[src/hdl/usb_line_pkg.sv]
/*
  Line sample types for the USB link-state tracker.
  Raw pin samples enter the line conditioner, filtered levels leave it.
*/

package usb_line_pkg;

  ////////////////////////////////////////////////////////////
  // Raw pins
  ////////////////////////////////////////////////////////////

  // Pins as sampled this cycle, already synchronous to clk_48mhz
  typedef struct packed {
    logic sense;  // VBUS power sense
    logic dp;     // D+ receive level
    logic dn;     // D- receive level
    logic oe;     // Device is driving the bus
  } line_sample_t;

  ////////////////////////////////////////////////////////////
  // Conditioned levels
  ////////////////////////////////////////////////////////////

  // Glitch-filtered levels seen by the event detector and FSM
  typedef struct packed {
    logic powered;  // Stable power sense
    logic se0;      // Stable single-ended zero
  } line_cond_t;

endpackage

[src/hdl/usb_link_pkg.sv]
/*
  Link-level types shared by the bus event detector, the link FSM,
  the SOF monitor and the top level.
*/

package usb_link_pkg;

  // All microsecond timers share this width
  typedef logic [11:0] us_count_t;

  ////////////////////////////////////////////////////////////
  // Link state
  ////////////////////////////////////////////////////////////

  // Encoding matches the status register field of the device
  typedef enum logic [2:0] {
    link_disconnected      = 3'd0,
    link_powered           = 3'd1,
    link_powered_suspended = 3'd2,
    link_active            = 3'd3,
    link_suspended         = 3'd4,
    link_active_no_sof     = 3'd5,
    link_resuming          = 3'd6
  } link_state_e;

  // Timed bus events, pulses and levels
  typedef struct packed {
    logic bus_reset;     // Pulse, end of a qualified reset
    logic in_reset;      // Level, reset qualified and SE0 still present
    logic bus_inactive;  // Pulse, inactivity timeout expired
    logic bus_active;    // Level, receiver not idle
  } bus_events_t;

  // Status levels for software plus the raw state
  typedef struct packed {
    logic        disconnect;
    logic        powered;
    logic        reset;
    logic        active;
    logic        suspend;
    link_state_e state;
  } link_status_t;

endpackage

[src/hdl/usb_us_tick.sv]
/*
  Microsecond time base. Divides the 48 MHz clock down to a single-cycle
  pulse once every ClksPerUs clocks; all timeouts count these pulses.
*/

`timescale 1ns/1ps

module usb_us_tick #(
  parameter int unsigned ClksPerUs = 48
) (
  input  logic clk_48mhz_i,
  input  logic rst_ni,
  output logic us_tick_o
);

  localparam int unsigned CntW = $clog2(ClksPerUs);

  logic [CntW-1:0] div_q;
  logic            wrap;

  // Last clock of the microsecond
  assign wrap = (div_q == CntW'(ClksPerUs - 1));

  always_ff @(posedge clk_48mhz_i or negedge rst_ni) begin
    if (!rst_ni) begin
      div_q     <= '0;
      us_tick_o <= 1'b0;
    end else begin
      // Registered pulse, first one ClksPerUs cycles out of reset
      div_q     <= wrap ? '0 : div_q + 1'b1;
      us_tick_o <= wrap;
    end
  end

endmodule

[src/hdl/usb_line_cond.sv]
/*
  Line conditioner. Forms raw SE0 from the receive pins and filters SE0
  and power sense; a filtered level only moves once the raw input has held
  the new value for FilterCycles consecutive clocks.
*/

`timescale 1ns/1ps

module usb_line_cond #(
  parameter int unsigned FilterCycles = 6
) (
  input  logic                      clk_48mhz_i,
  input  logic                      rst_ni,
  input  usb_line_pkg::line_sample_t line_i,
  output usb_line_pkg::line_cond_t   cond_o
);

  localparam int unsigned CntW    = $clog2(FilterCycles + 1);
  localparam int unsigned NumCh   = 2;
  localparam int unsigned ChSe0   = 0;
  localparam int unsigned ChSense = 1;

  logic             se0_raw;
  logic [NumCh-1:0] raw;
  logic [NumCh-1:0] held_q;
  logic [CntW-1:0]  cnt_q [NumCh];

  // SE0 only counts while the device itself is not driving
  assign se0_raw = !line_i.dp && !line_i.dn && !line_i.oe;

  assign raw[ChSe0]   = se0_raw;
  assign raw[ChSense] = line_i.sense;

  ////////////////////////////////////////////////////////////
  // Per-channel stability filters
  ////////////////////////////////////////////////////////////

  always_ff @(posedge clk_48mhz_i or negedge rst_ni) begin
    if (!rst_ni) begin
      held_q <= '0;
      for (int ch = 0; ch < NumCh; ch++) begin
        cnt_q[ch] <= '0;
      end
    end else begin
      for (int ch = 0; ch < NumCh; ch++) begin
        if (raw[ch] == held_q[ch]) begin
          // Input agrees with output, nothing pending
          cnt_q[ch] <= '0;
        end else if (cnt_q[ch] == CntW'(FilterCycles - 1)) begin
          held_q[ch] <= raw[ch];
          cnt_q[ch]  <= '0;
        end else begin
          cnt_q[ch] <= cnt_q[ch] + 1'b1;
        end
      end
    end
  end

  assign cond_o.se0     = held_q[ChSe0];
  assign cond_o.powered = held_q[ChSense];

endmodule

[src/hdl/usb_bus_events.sv]
/*
  Bus event detector. Times filtered SE0 to qualify a bus reset and times
  bus idle to flag inactivity (suspend). Both timers count microsecond
  ticks; the link state comes back from the FSM to gate idle monitoring.
*/

`timescale 1ns/1ps

module usb_bus_events #(
  parameter int unsigned ResetTimeoutUs   = 3,
  parameter int unsigned SuspendTimeoutUs = 3000
) (
  input  logic                       clk_48mhz_i,
  input  logic                       rst_ni,
  input  logic                       us_tick_i,
  input  usb_line_pkg::line_cond_t   cond_i,
  input  logic                       rx_idle_det_i,
  input  usb_link_pkg::link_state_e  link_state_i,
  output usb_link_pkg::bus_events_t  events_o
);

  typedef enum logic [1:0] {
    rst_none,
    rst_counting,
    rst_pending
  } rst_state_e;

  typedef enum logic [1:0] {
    inac_active,
    inac_counting,
    inac_pending
  } inac_state_e;

  rst_state_e              rst_state_d, rst_state_q;
  usb_link_pkg::us_count_t rst_timer_d, rst_timer_q;
  inac_state_e             inac_state_d, inac_state_q;
  usb_link_pkg::us_count_t inac_timer_d, inac_timer_q;

  logic bus_active;
  logic monitor_inac;
  logic ev_reset;
  logic in_reset;
  logic ev_inactive;

  assign bus_active = !rx_idle_det_i;

  // Idle only matters once powered and in a state that can suspend
  assign monitor_inac = cond_i.powered &&
                        (link_state_i inside {usb_link_pkg::link_powered,
                                              usb_link_pkg::link_active,
                                              usb_link_pkg::link_active_no_sof});

  ////////////////////////////////////////////////////////////
  // Reset detection
  ////////////////////////////////////////////////////////////

  always_comb begin
    rst_state_d = rst_state_q;
    rst_timer_d = rst_timer_q;
    ev_reset    = 1'b0;
    in_reset    = 1'b0;
    unique case (rst_state_q)
      rst_none: begin
        // Rise of SE0 starts the timer
        if (cond_i.se0) begin
          rst_state_d = rst_counting;
          rst_timer_d = '0;
        end
      end
      rst_counting: begin
        if (!cond_i.se0) begin
          // Too short for a reset, e.g. end of packet
          rst_state_d = rst_none;
        end else if (us_tick_i) begin
          if (rst_timer_q == usb_link_pkg::us_count_t'(ResetTimeoutUs)) begin
            rst_state_d = rst_pending;
          end else begin
            rst_timer_d = rst_timer_q + 1'b1;
          end
        end
      end
      rst_pending: begin
        // Qualified reset, event fires as SE0 goes away
        in_reset = 1'b1;
        if (!cond_i.se0) begin
          rst_state_d = rst_none;
          ev_reset    = 1'b1;
        end
      end
      default: rst_state_d = rst_none;
    endcase
  end

  ////////////////////////////////////////////////////////////
  // Inactivity detection
  ////////////////////////////////////////////////////////////

  always_comb begin
    inac_state_d = inac_state_q;
    inac_timer_d = inac_timer_q;
    ev_inactive  = 1'b0;
    unique case (inac_state_q)
      inac_active: begin
        inac_timer_d = '0;
        if (!bus_active && monitor_inac) begin
          inac_state_d = inac_counting;
        end
      end
      inac_counting: begin
        if (bus_active || !monitor_inac) begin
          inac_state_d = inac_active;
        end else if (us_tick_i) begin
          if (inac_timer_q == usb_link_pkg::us_count_t'(SuspendTimeoutUs)) begin
            inac_state_d = inac_pending;
            ev_inactive  = 1'b1;
          end else begin
            inac_timer_d = inac_timer_q + 1'b1;
          end
        end
      end
      inac_pending: begin
        // Event already sent, wait for activity to rearm
        if (bus_active || !monitor_inac) begin
          inac_state_d = inac_active;
        end
      end
      default: inac_state_d = inac_active;
    endcase
  end

  always_ff @(posedge clk_48mhz_i or negedge rst_ni) begin
    if (!rst_ni) begin
      rst_state_q  <= rst_none;
      rst_timer_q  <= '0;
      inac_state_q <= inac_active;
      inac_timer_q <= '0;
    end else begin
      rst_state_q  <= rst_state_d;
      rst_timer_q  <= rst_timer_d;
      inac_state_q <= inac_state_d;
      inac_timer_q <= inac_timer_d;
    end
  end

  assign events_o.bus_reset    = ev_reset;
  assign events_o.in_reset     = in_reset;
  assign events_o.bus_inactive = ev_inactive;
  assign events_o.bus_active   = bus_active;

endmodule

[src/hdl/usb_link_fsm.sv]
/*
  Link state machine. Tracks attach, reset, frames, suspend and resume
  from the bus events and receiver flags, and decodes the status levels.
  link_resume_o pulses on the transitions that end a suspend.
*/

`timescale 1ns/1ps

module usb_link_fsm (
  input  logic                       clk_48mhz_i,
  input  logic                       rst_ni,
  input  usb_line_pkg::line_cond_t   cond_i,
  input  usb_link_pkg::bus_events_t  events_i,
  input  logic                       pullup_en_i,
  input  logic                       rx_j_det_i,
  input  logic                       sof_detected_i,
  input  logic                       resume_req_i,
  output usb_link_pkg::link_status_t status_o,
  output logic                       link_resume_o
);

  usb_link_pkg::link_state_e state_d, state_q;

  ////////////////////////////////////////////////////////////
  // Next state
  ////////////////////////////////////////////////////////////

  always_comb begin
    state_d       = state_q;
    link_resume_o = 1'b0;
    if (!cond_i.powered || !pullup_en_i) begin
      // VBUS gone or pull-up removed, detach from any state
      state_d = usb_link_pkg::link_disconnected;
    end else begin
      unique case (state_q)
        usb_link_pkg::link_disconnected: begin
          state_d = usb_link_pkg::link_powered;
        end
        usb_link_pkg::link_powered: begin
          if (events_i.bus_reset) begin
            state_d = usb_link_pkg::link_active_no_sof;
          end else if (resume_req_i) begin
            // Software restoring a suspend lost across power-down
            state_d = usb_link_pkg::link_resuming;
          end else if (events_i.bus_inactive) begin
            state_d = usb_link_pkg::link_powered_suspended;
          end
        end
        usb_link_pkg::link_powered_suspended: begin
          if (events_i.bus_reset) begin
            state_d = usb_link_pkg::link_active_no_sof;
          end else if (events_i.bus_active) begin
            state_d       = usb_link_pkg::link_powered;
            link_resume_o = 1'b1;
          end
        end
        usb_link_pkg::link_resuming: begin
          // Any J ends resume signaling
          if (rx_j_det_i || events_i.bus_reset) begin
            state_d       = usb_link_pkg::link_active_no_sof;
            link_resume_o = 1'b1;
          end
        end
        usb_link_pkg::link_active_no_sof: begin
          if (events_i.bus_inactive) begin
            state_d = usb_link_pkg::link_suspended;
          end else if (sof_detected_i) begin
            state_d = usb_link_pkg::link_active;
          end
        end
        usb_link_pkg::link_active: begin
          if (events_i.bus_inactive) begin
            state_d = usb_link_pkg::link_suspended;
          end else if (events_i.bus_reset) begin
            state_d = usb_link_pkg::link_active_no_sof;
          end
        end
        usb_link_pkg::link_suspended: begin
          if (events_i.bus_reset) begin
            state_d       = usb_link_pkg::link_active_no_sof;
            link_resume_o = 1'b1;
          end else if (events_i.bus_active) begin
            state_d = usb_link_pkg::link_resuming;
          end
        end
        default: state_d = usb_link_pkg::link_disconnected;
      endcase
    end
  end

  always_ff @(posedge clk_48mhz_i or negedge rst_ni) begin
    if (!rst_ni) begin
      state_q <= usb_link_pkg::link_disconnected;
    end else begin
      state_q <= state_d;
    end
  end

  ////////////////////////////////////////////////////////////
  // Status decode
  ////////////////////////////////////////////////////////////

  assign status_o.disconnect = (state_q == usb_link_pkg::link_disconnected);
  assign status_o.powered    = cond_i.powered;
  assign status_o.reset      = events_i.in_reset;
  assign status_o.active     = (state_q == usb_link_pkg::link_active) ||
                               (state_q == usb_link_pkg::link_active_no_sof);
  assign status_o.suspend    = (state_q == usb_link_pkg::link_suspended) ||
                               (state_q == usb_link_pkg::link_powered_suspended);
  assign status_o.state      = state_q;

endmodule

[src/hdl/usb_sof_monitor.sv]
/*
  SOF monitor. Flags a missed frame each time SofTimeoutUs passes without
  a SOF on an active link; the fourth miss in a row marks the host lost.
*/

`timescale 1ns/1ps

module usb_sof_monitor #(
  parameter int unsigned SofTimeoutUs = 1005
) (
  input  logic clk_48mhz_i,
  input  logic rst_ni,
  input  logic us_tick_i,
  input  logic link_active_i,
  input  logic in_reset_i,
  input  logic sof_detected_i,
  output logic sof_missed_o,
  output logic host_lost_o
);

  usb_link_pkg::us_count_t frame_timer_q;
  logic [2:0]              miss_cnt_q;
  logic                    clear;

  // Anything that restarts frame tracking
  assign clear = sof_detected_i || !link_active_i || in_reset_i;

  assign sof_missed_o = (frame_timer_q == usb_link_pkg::us_count_t'(SofTimeoutUs));
  // Saturates at four misses
  assign host_lost_o  = miss_cnt_q[2];

  always_ff @(posedge clk_48mhz_i or negedge rst_ni) begin
    if (!rst_ni) begin
      frame_timer_q <= '0;
      miss_cnt_q    <= '0;
    end else begin
      if (clear || sof_missed_o) begin
        frame_timer_q <= '0;
      end else if (us_tick_i) begin
        frame_timer_q <= frame_timer_q + 1'b1;
      end
      if (clear) begin
        miss_cnt_q <= '0;
      end else if (sof_missed_o && !host_lost_o) begin
        miss_cnt_q <= miss_cnt_q + 3'd1;
      end
    end
  end

endmodule

[src/hdl/usb_link_top.sv]
/*
  Top of the link-state tracker. Chains tick generator, line conditioner,
  bus event detector, link FSM and SOF monitor, and hands the timeouts down.
*/

`timescale 1ns/1ps

module usb_link_top #(
  parameter int unsigned ClksPerUs        = 48,
  parameter int unsigned FilterCycles     = 6,
  parameter int unsigned ResetTimeoutUs   = 3,
  parameter int unsigned SuspendTimeoutUs = 3000,
  parameter int unsigned SofTimeoutUs     = 1005
) (
  input  logic                       clk_48mhz_i,
  input  logic                       rst_ni,
  input  usb_line_pkg::line_sample_t line_i,
  input  logic                       pullup_en_i,
  input  logic                       rx_idle_det_i,
  input  logic                       rx_j_det_i,
  input  logic                       sof_detected_i,
  input  logic                       resume_req_i,
  output usb_link_pkg::link_status_t status_o,
  output logic                       link_resume_o,
  output logic                       sof_missed_o,
  output logic                       host_lost_o
);

  logic                      us_tick;
  usb_line_pkg::line_cond_t  cond;
  usb_link_pkg::bus_events_t events;

  usb_us_tick #(
    .ClksPerUs (ClksPerUs)
  ) i_us_tick (
    .clk_48mhz_i (clk_48mhz_i),
    .rst_ni      (rst_ni),
    .us_tick_o   (us_tick)
  );

  usb_line_cond #(
    .FilterCycles (FilterCycles)
  ) i_line_cond (
    .clk_48mhz_i (clk_48mhz_i),
    .rst_ni      (rst_ni),
    .line_i      (line_i),
    .cond_o      (cond)
  );

  // Registered state fed back to gate idle monitoring
  usb_bus_events #(
    .ResetTimeoutUs   (ResetTimeoutUs),
    .SuspendTimeoutUs (SuspendTimeoutUs)
  ) i_bus_events (
    .clk_48mhz_i   (clk_48mhz_i),
    .rst_ni        (rst_ni),
    .us_tick_i     (us_tick),
    .cond_i        (cond),
    .rx_idle_det_i (rx_idle_det_i),
    .link_state_i  (status_o.state),
    .events_o      (events)
  );

  usb_link_fsm i_link_fsm (
    .clk_48mhz_i    (clk_48mhz_i),
    .rst_ni         (rst_ni),
    .cond_i         (cond),
    .events_i       (events),
    .pullup_en_i    (pullup_en_i),
    .rx_j_det_i     (rx_j_det_i),
    .sof_detected_i (sof_detected_i),
    .resume_req_i   (resume_req_i),
    .status_o       (status_o),
    .link_resume_o  (link_resume_o)
  );

  usb_sof_monitor #(
    .SofTimeoutUs (SofTimeoutUs)
  ) i_sof_monitor (
    .clk_48mhz_i    (clk_48mhz_i),
    .rst_ni         (rst_ni),
    .us_tick_i      (us_tick),
    .link_active_i  (status_o.active),
    .in_reset_i     (events.in_reset),
    .sof_detected_i (sof_detected_i),
    .sof_missed_o   (sof_missed_o),
    .host_lost_o    (host_lost_o)
  );

endmodule

[config.mk]
export PLATFORM = sky130hd
export DESIGN_NAME = usb_link_top
export DESIGN_NICKNAME = d
export VERILOG_FILES = /design/src/hdl/usb_line_pkg.sv /design/src/hdl/usb_link_pkg.sv /design/src/hdl/usb_us_tick.sv /design/src/hdl/usb_line_cond.sv /design/src/hdl/usb_bus_events.sv /design/src/hdl/usb_link_fsm.sv /design/src/hdl/usb_sof_monitor.sv /design/src/hdl/usb_link_top.sv
export SDC_FILE = /design/constraint.sdc
export NUM_CORES = 1
export LEC_CHECK = 0
export BUFFER_PORTS_ARGS = -buffer_cell sky130_fd_sc_hd__buf_2
export CORE_AREA = 5 5 97 99
export CTS_BUF_LIST = sky130_fd_sc_hd__clkbuf_4
export CTS_CLUSTER_DIAMETER = 40
export DETAILED_ROUTE_END_ITERATION = 7
export DIE_AREA = 0 0 102 104
export SLEW_MARGIN = 15
export SYNTH_ARGS = -nofsm -noshare
export SYNTH_HDL_FRONTEND = slang
export SYNTH_SLANG_ARGS = --single-unit
[constraint.sdc]
create_clock -name clk_48mhz_i -period 2 [get_ports clk_48mhz_i]
set_clock_uncertainty 0.1 [all_clocks]
set_input_delay 0.1 -clock clk_48mhz_i [delete_from_list [all_inputs] [get_ports clk_48mhz_i]]
set_output_delay 0.1 -clock clk_48mhz_i [all_outputs]
set_load 0.02 [all_outputs]
==> results.md <==
- Crit path to: link_resume_o
- Global-route usage over all layers: 13.2%
- Most frequent cells in the layout: 59 x dfrtp_1, 56 x nor2_1, 30 x nand2_1, 21 x buf_2
- WP depth: 6
- Via count: 2606
- Drt drc: 0
- Crit-path max cell delay: 470 ps
- CP cell instances: nor3b_4, inv_2, nand2_1, a21oi_1, nor3_1, buf_2
- Post-synthesis cell count: 348
- I/O Pins: 22
- Setup TNS: 0 ps
- WP data required: 1800 ps
- Yosys cell types: 52
- CTS clk-pin slew, worst paths: around 100 ps
- DP HPWL: 4640 µm
- RSZ-0062 raised after global routing: true
- Worst reg2reg setup slack: 100 ps
- Cts bufs inserted: 9
- Worst setup path category: flop to output pin
- Wire length per cell: about 13 µm
- Peak supply drop: 0.000302 V
- Sink Count: slightly above 60
- First-pass GRT wire length: 11300 µm
- Die Width: approximately 100 µm
- Fin. Hold Viols: 0
- First-pass DRT Iterations: 4
- Die area: approximately 11000 µm²
- Filler Cell Count: 811
- Crit-path slowest cell: dfrtp_2
- Status: finished clean
- Crit path from: i_line_cond.cond_o[0]
- Worst Hold Path Cells: 3
- # setup viols final: 0
- Worst R2R Path Depth: 5
- Via-per-instance ratio: 5.17
- Relative slew slack: just under 70%
- Syn Nets: about 370
- Yosys warnings: 0
- Leak pwr: between 1.5 and 2 nW
- CP Launch Type: flop
- Worst min path class: input port to flop
- Post-DP Area: 3550 µm²
- Max-Cap Viols: 0
- CP Data Arrival Time: 1720 ps
- Final period utilization: 96.0%
- Nets: 409
- Site row count: 34
- Root buffer cell: clkbuf_4
- Synthesized area: 3270 µm²
- Synth async-reset ratio: 100%
- Max-slew violations: 0
- GR Overflow Total: 0
- Sequential element share of the synthesized area: 46.7%
- Core ar.: 8470 µm²
- Most common cell after layout, fill and taps aside: dfrtp_1
- Finished Cell Area: between 3000 and 4000 µm²
- Antenna Nets Post-Route: 0
- EDFF count, synth: 0
- Crit. End Element: output pin
- H-Tree Depth: 3
- R2R Path Start: i_line_cond.cond_o[0]
- Initial antenna violation count: 0
- CTS tree: yes
- Pwr Density: 631 nW/µm²
- Worst-margin pin slew: around 470 ps
- Critical Path Fanout Max: 6
- Clk_lat worst skew: 400 ps
- CP top delay family: simple AND/OR/NAND/NOR gates
- Reg2reg end: i_bus_events.rst_timer_q[8]
- Initial Util: around two fifths
- Post-synthesis register bit count: 61
- Largest net degree at the start of global routing: 62
- Clk buf depth: 2
- Die Height: 104 µm
- Tmin final: 1920 ps
- # diodes: 0
- Synth Flop Type: dfrtp_1
- Initial DRC Count: about 160
- Worst path bufs/invs: 2
- Total Power: around 2.4 mW
- Share of layout cells above drive strength 1: 19.4%
- P&R area growth vs syn: 17.4%
- Synth Area per Inst: 9.40 µm²
- Post-Route WL: 6710 µm
- Port bufs: 21
- GPL Wtd Cong: 0.868
- Vias in the first global route: 2541
- FMAX: 0.521 GHz
cell usage after synthesis (3+ instances only):
cell type  instances  area [µm²]
a21oi_1           13        65.1
a22o_1             5        43.8
and2_1             4        25.0
and3_1             7        43.8
and4_1             3        26.3
buf_4              4        30.0
clkbuf_1           8        30.0
dfrtp_1           61        1530
ha_1               7        87.6
inv_1             10        37.5
mux2_2             4        45.0
nand2_1           30         113
nand3_1           18        90.1
nand4_1            9        56.3
nor2_1            56         210
nor2b_1            4        25.0
nor3_1            13        65.1
nor3b_1            3        22.5
nor4_1             5        31.3
o21ai_0            9        45.0
or3_1              5        31.3
xnor2_1           13         114
xor2_1            20         175
kinds of logic after synthesis:
| group | share of synthesized area (%) |
|---|---|
| XOR/XNOR | 8.84 |
| flip-flops | 46.7 |
| AND/OR/NAND/NOR | 28.0 |
| adder cells (fa/ha/maj) | 2.98 |
| multiplexers | 1.99 |
| AO/OA/AOI/OAI | 7.88 |
| buffers and inverters | 3.63 |
worst min-delay path by stage:
| stage | start | endpoint | slack [ps] |
|---|---|---|---|
| finish | line_i[2] | i_line_cond.cond_o[0] | 30 |
| global route | line_i[2] | i_line_cond.cond_o[0] | 20 |
| CTS | line_i[2] | i_line_cond.cond_o[0] | 2 |
| detailed placement | rst_ni | i_sof_monitor.frame_timer_q[9] | 20 |
| global placement | rst_ni | i_sof_monitor.frame_timer_q[9] | 40 |
| floorplan | rst_ni | i_bus_events.inac_state_q[0] | -300 |
area by class of cell:
class / instances / area [µm²] / share of cell area, %
Clock buffer: 10 / 75.1 / 1.96
Tap cell: 108 / 135 / 3.52
Timing Repair Buffer: 47 / 325 / 8.47
Multi-Input combinational cell: 262 / 1710 / 44.5
Inverter: 10 / 37.5 / 0.978
Sequential cell: 61 / 1530 / 39.8
Clock inverter: 6 / 30.0 / 0.782
worst min-delay path, delay by kind of cell:
family	cells	cell delay [ps]
buffers and inverters	1	70
AND/OR/NAND/NOR	1	60
multiplexers	1	260
where the power goes:
part           total, mW  internal, mW  switching (mW)  leakage, nW
Sequential          1.32          1.28          0.0446        0.839
Combinational      0.391         0.159           0.232        0.786
Clock              0.706         0.255           0.451       0.0610
Total               2.42          1.69           0.728         1.69
timing repair:
| item | CTS | global route |
|---|---|---|
| buffers inserted | 0 | 8 |
| pin swaps | 0 | 8 |
| resized for setup | 6 | 11 |
| hold buffers | 5 | 0 |
| hold endpoints to repair | 71 | 0 |
| setup endpoints to repair | 4 | 7 |
metal layers:
metal	share of wire, %	GRT usage (%)	up-vias
li1	-	-	1295
met4	1.8	6.28	0
met1	47	16.5	1271
met3	2.7	3.02	12
met2	48	21.3	28
met5	0	0	-
per-stage QoR:
step           setup WS (ps)  hold WS (ps)  cells  utilization, %
6_report                80.9          27.8    504            45.4
5_1_grt                -36.2          19.2    504            45.4
4_1_cts                 12.2          1.83    498            44.3
3_5_place_dp            3.21          22.6    477            42.0
3_3_place_gp             106          38.2    477            42.0
2_1_floorplan           74.9          -296    348               -
sequential cells by signal, summed over array words and instances, names as in the netlist:
| name | flops |
|---|---|
| i_bus_events.inac_timer_q | 12 |
| i_bus_events.rst_timer_q | 12 |
| i_sof_monitor.frame_timer_q | 12 |
| i_line_cond.cnt_q | 6 |
| i_us_tick.div_q | 6 |
| i_link_fsm.state_q | 3 |
| i_sof_monitor.miss_cnt_q | 3 |
| i_bus_events.inac_state_q | 2 |
| i_bus_events.rst_state_q | 2 |
| i_line_cond.cond_o | 2 |
| i_us_tick.us_tick_o | 1 |
(Power assumes the default switching activity.)
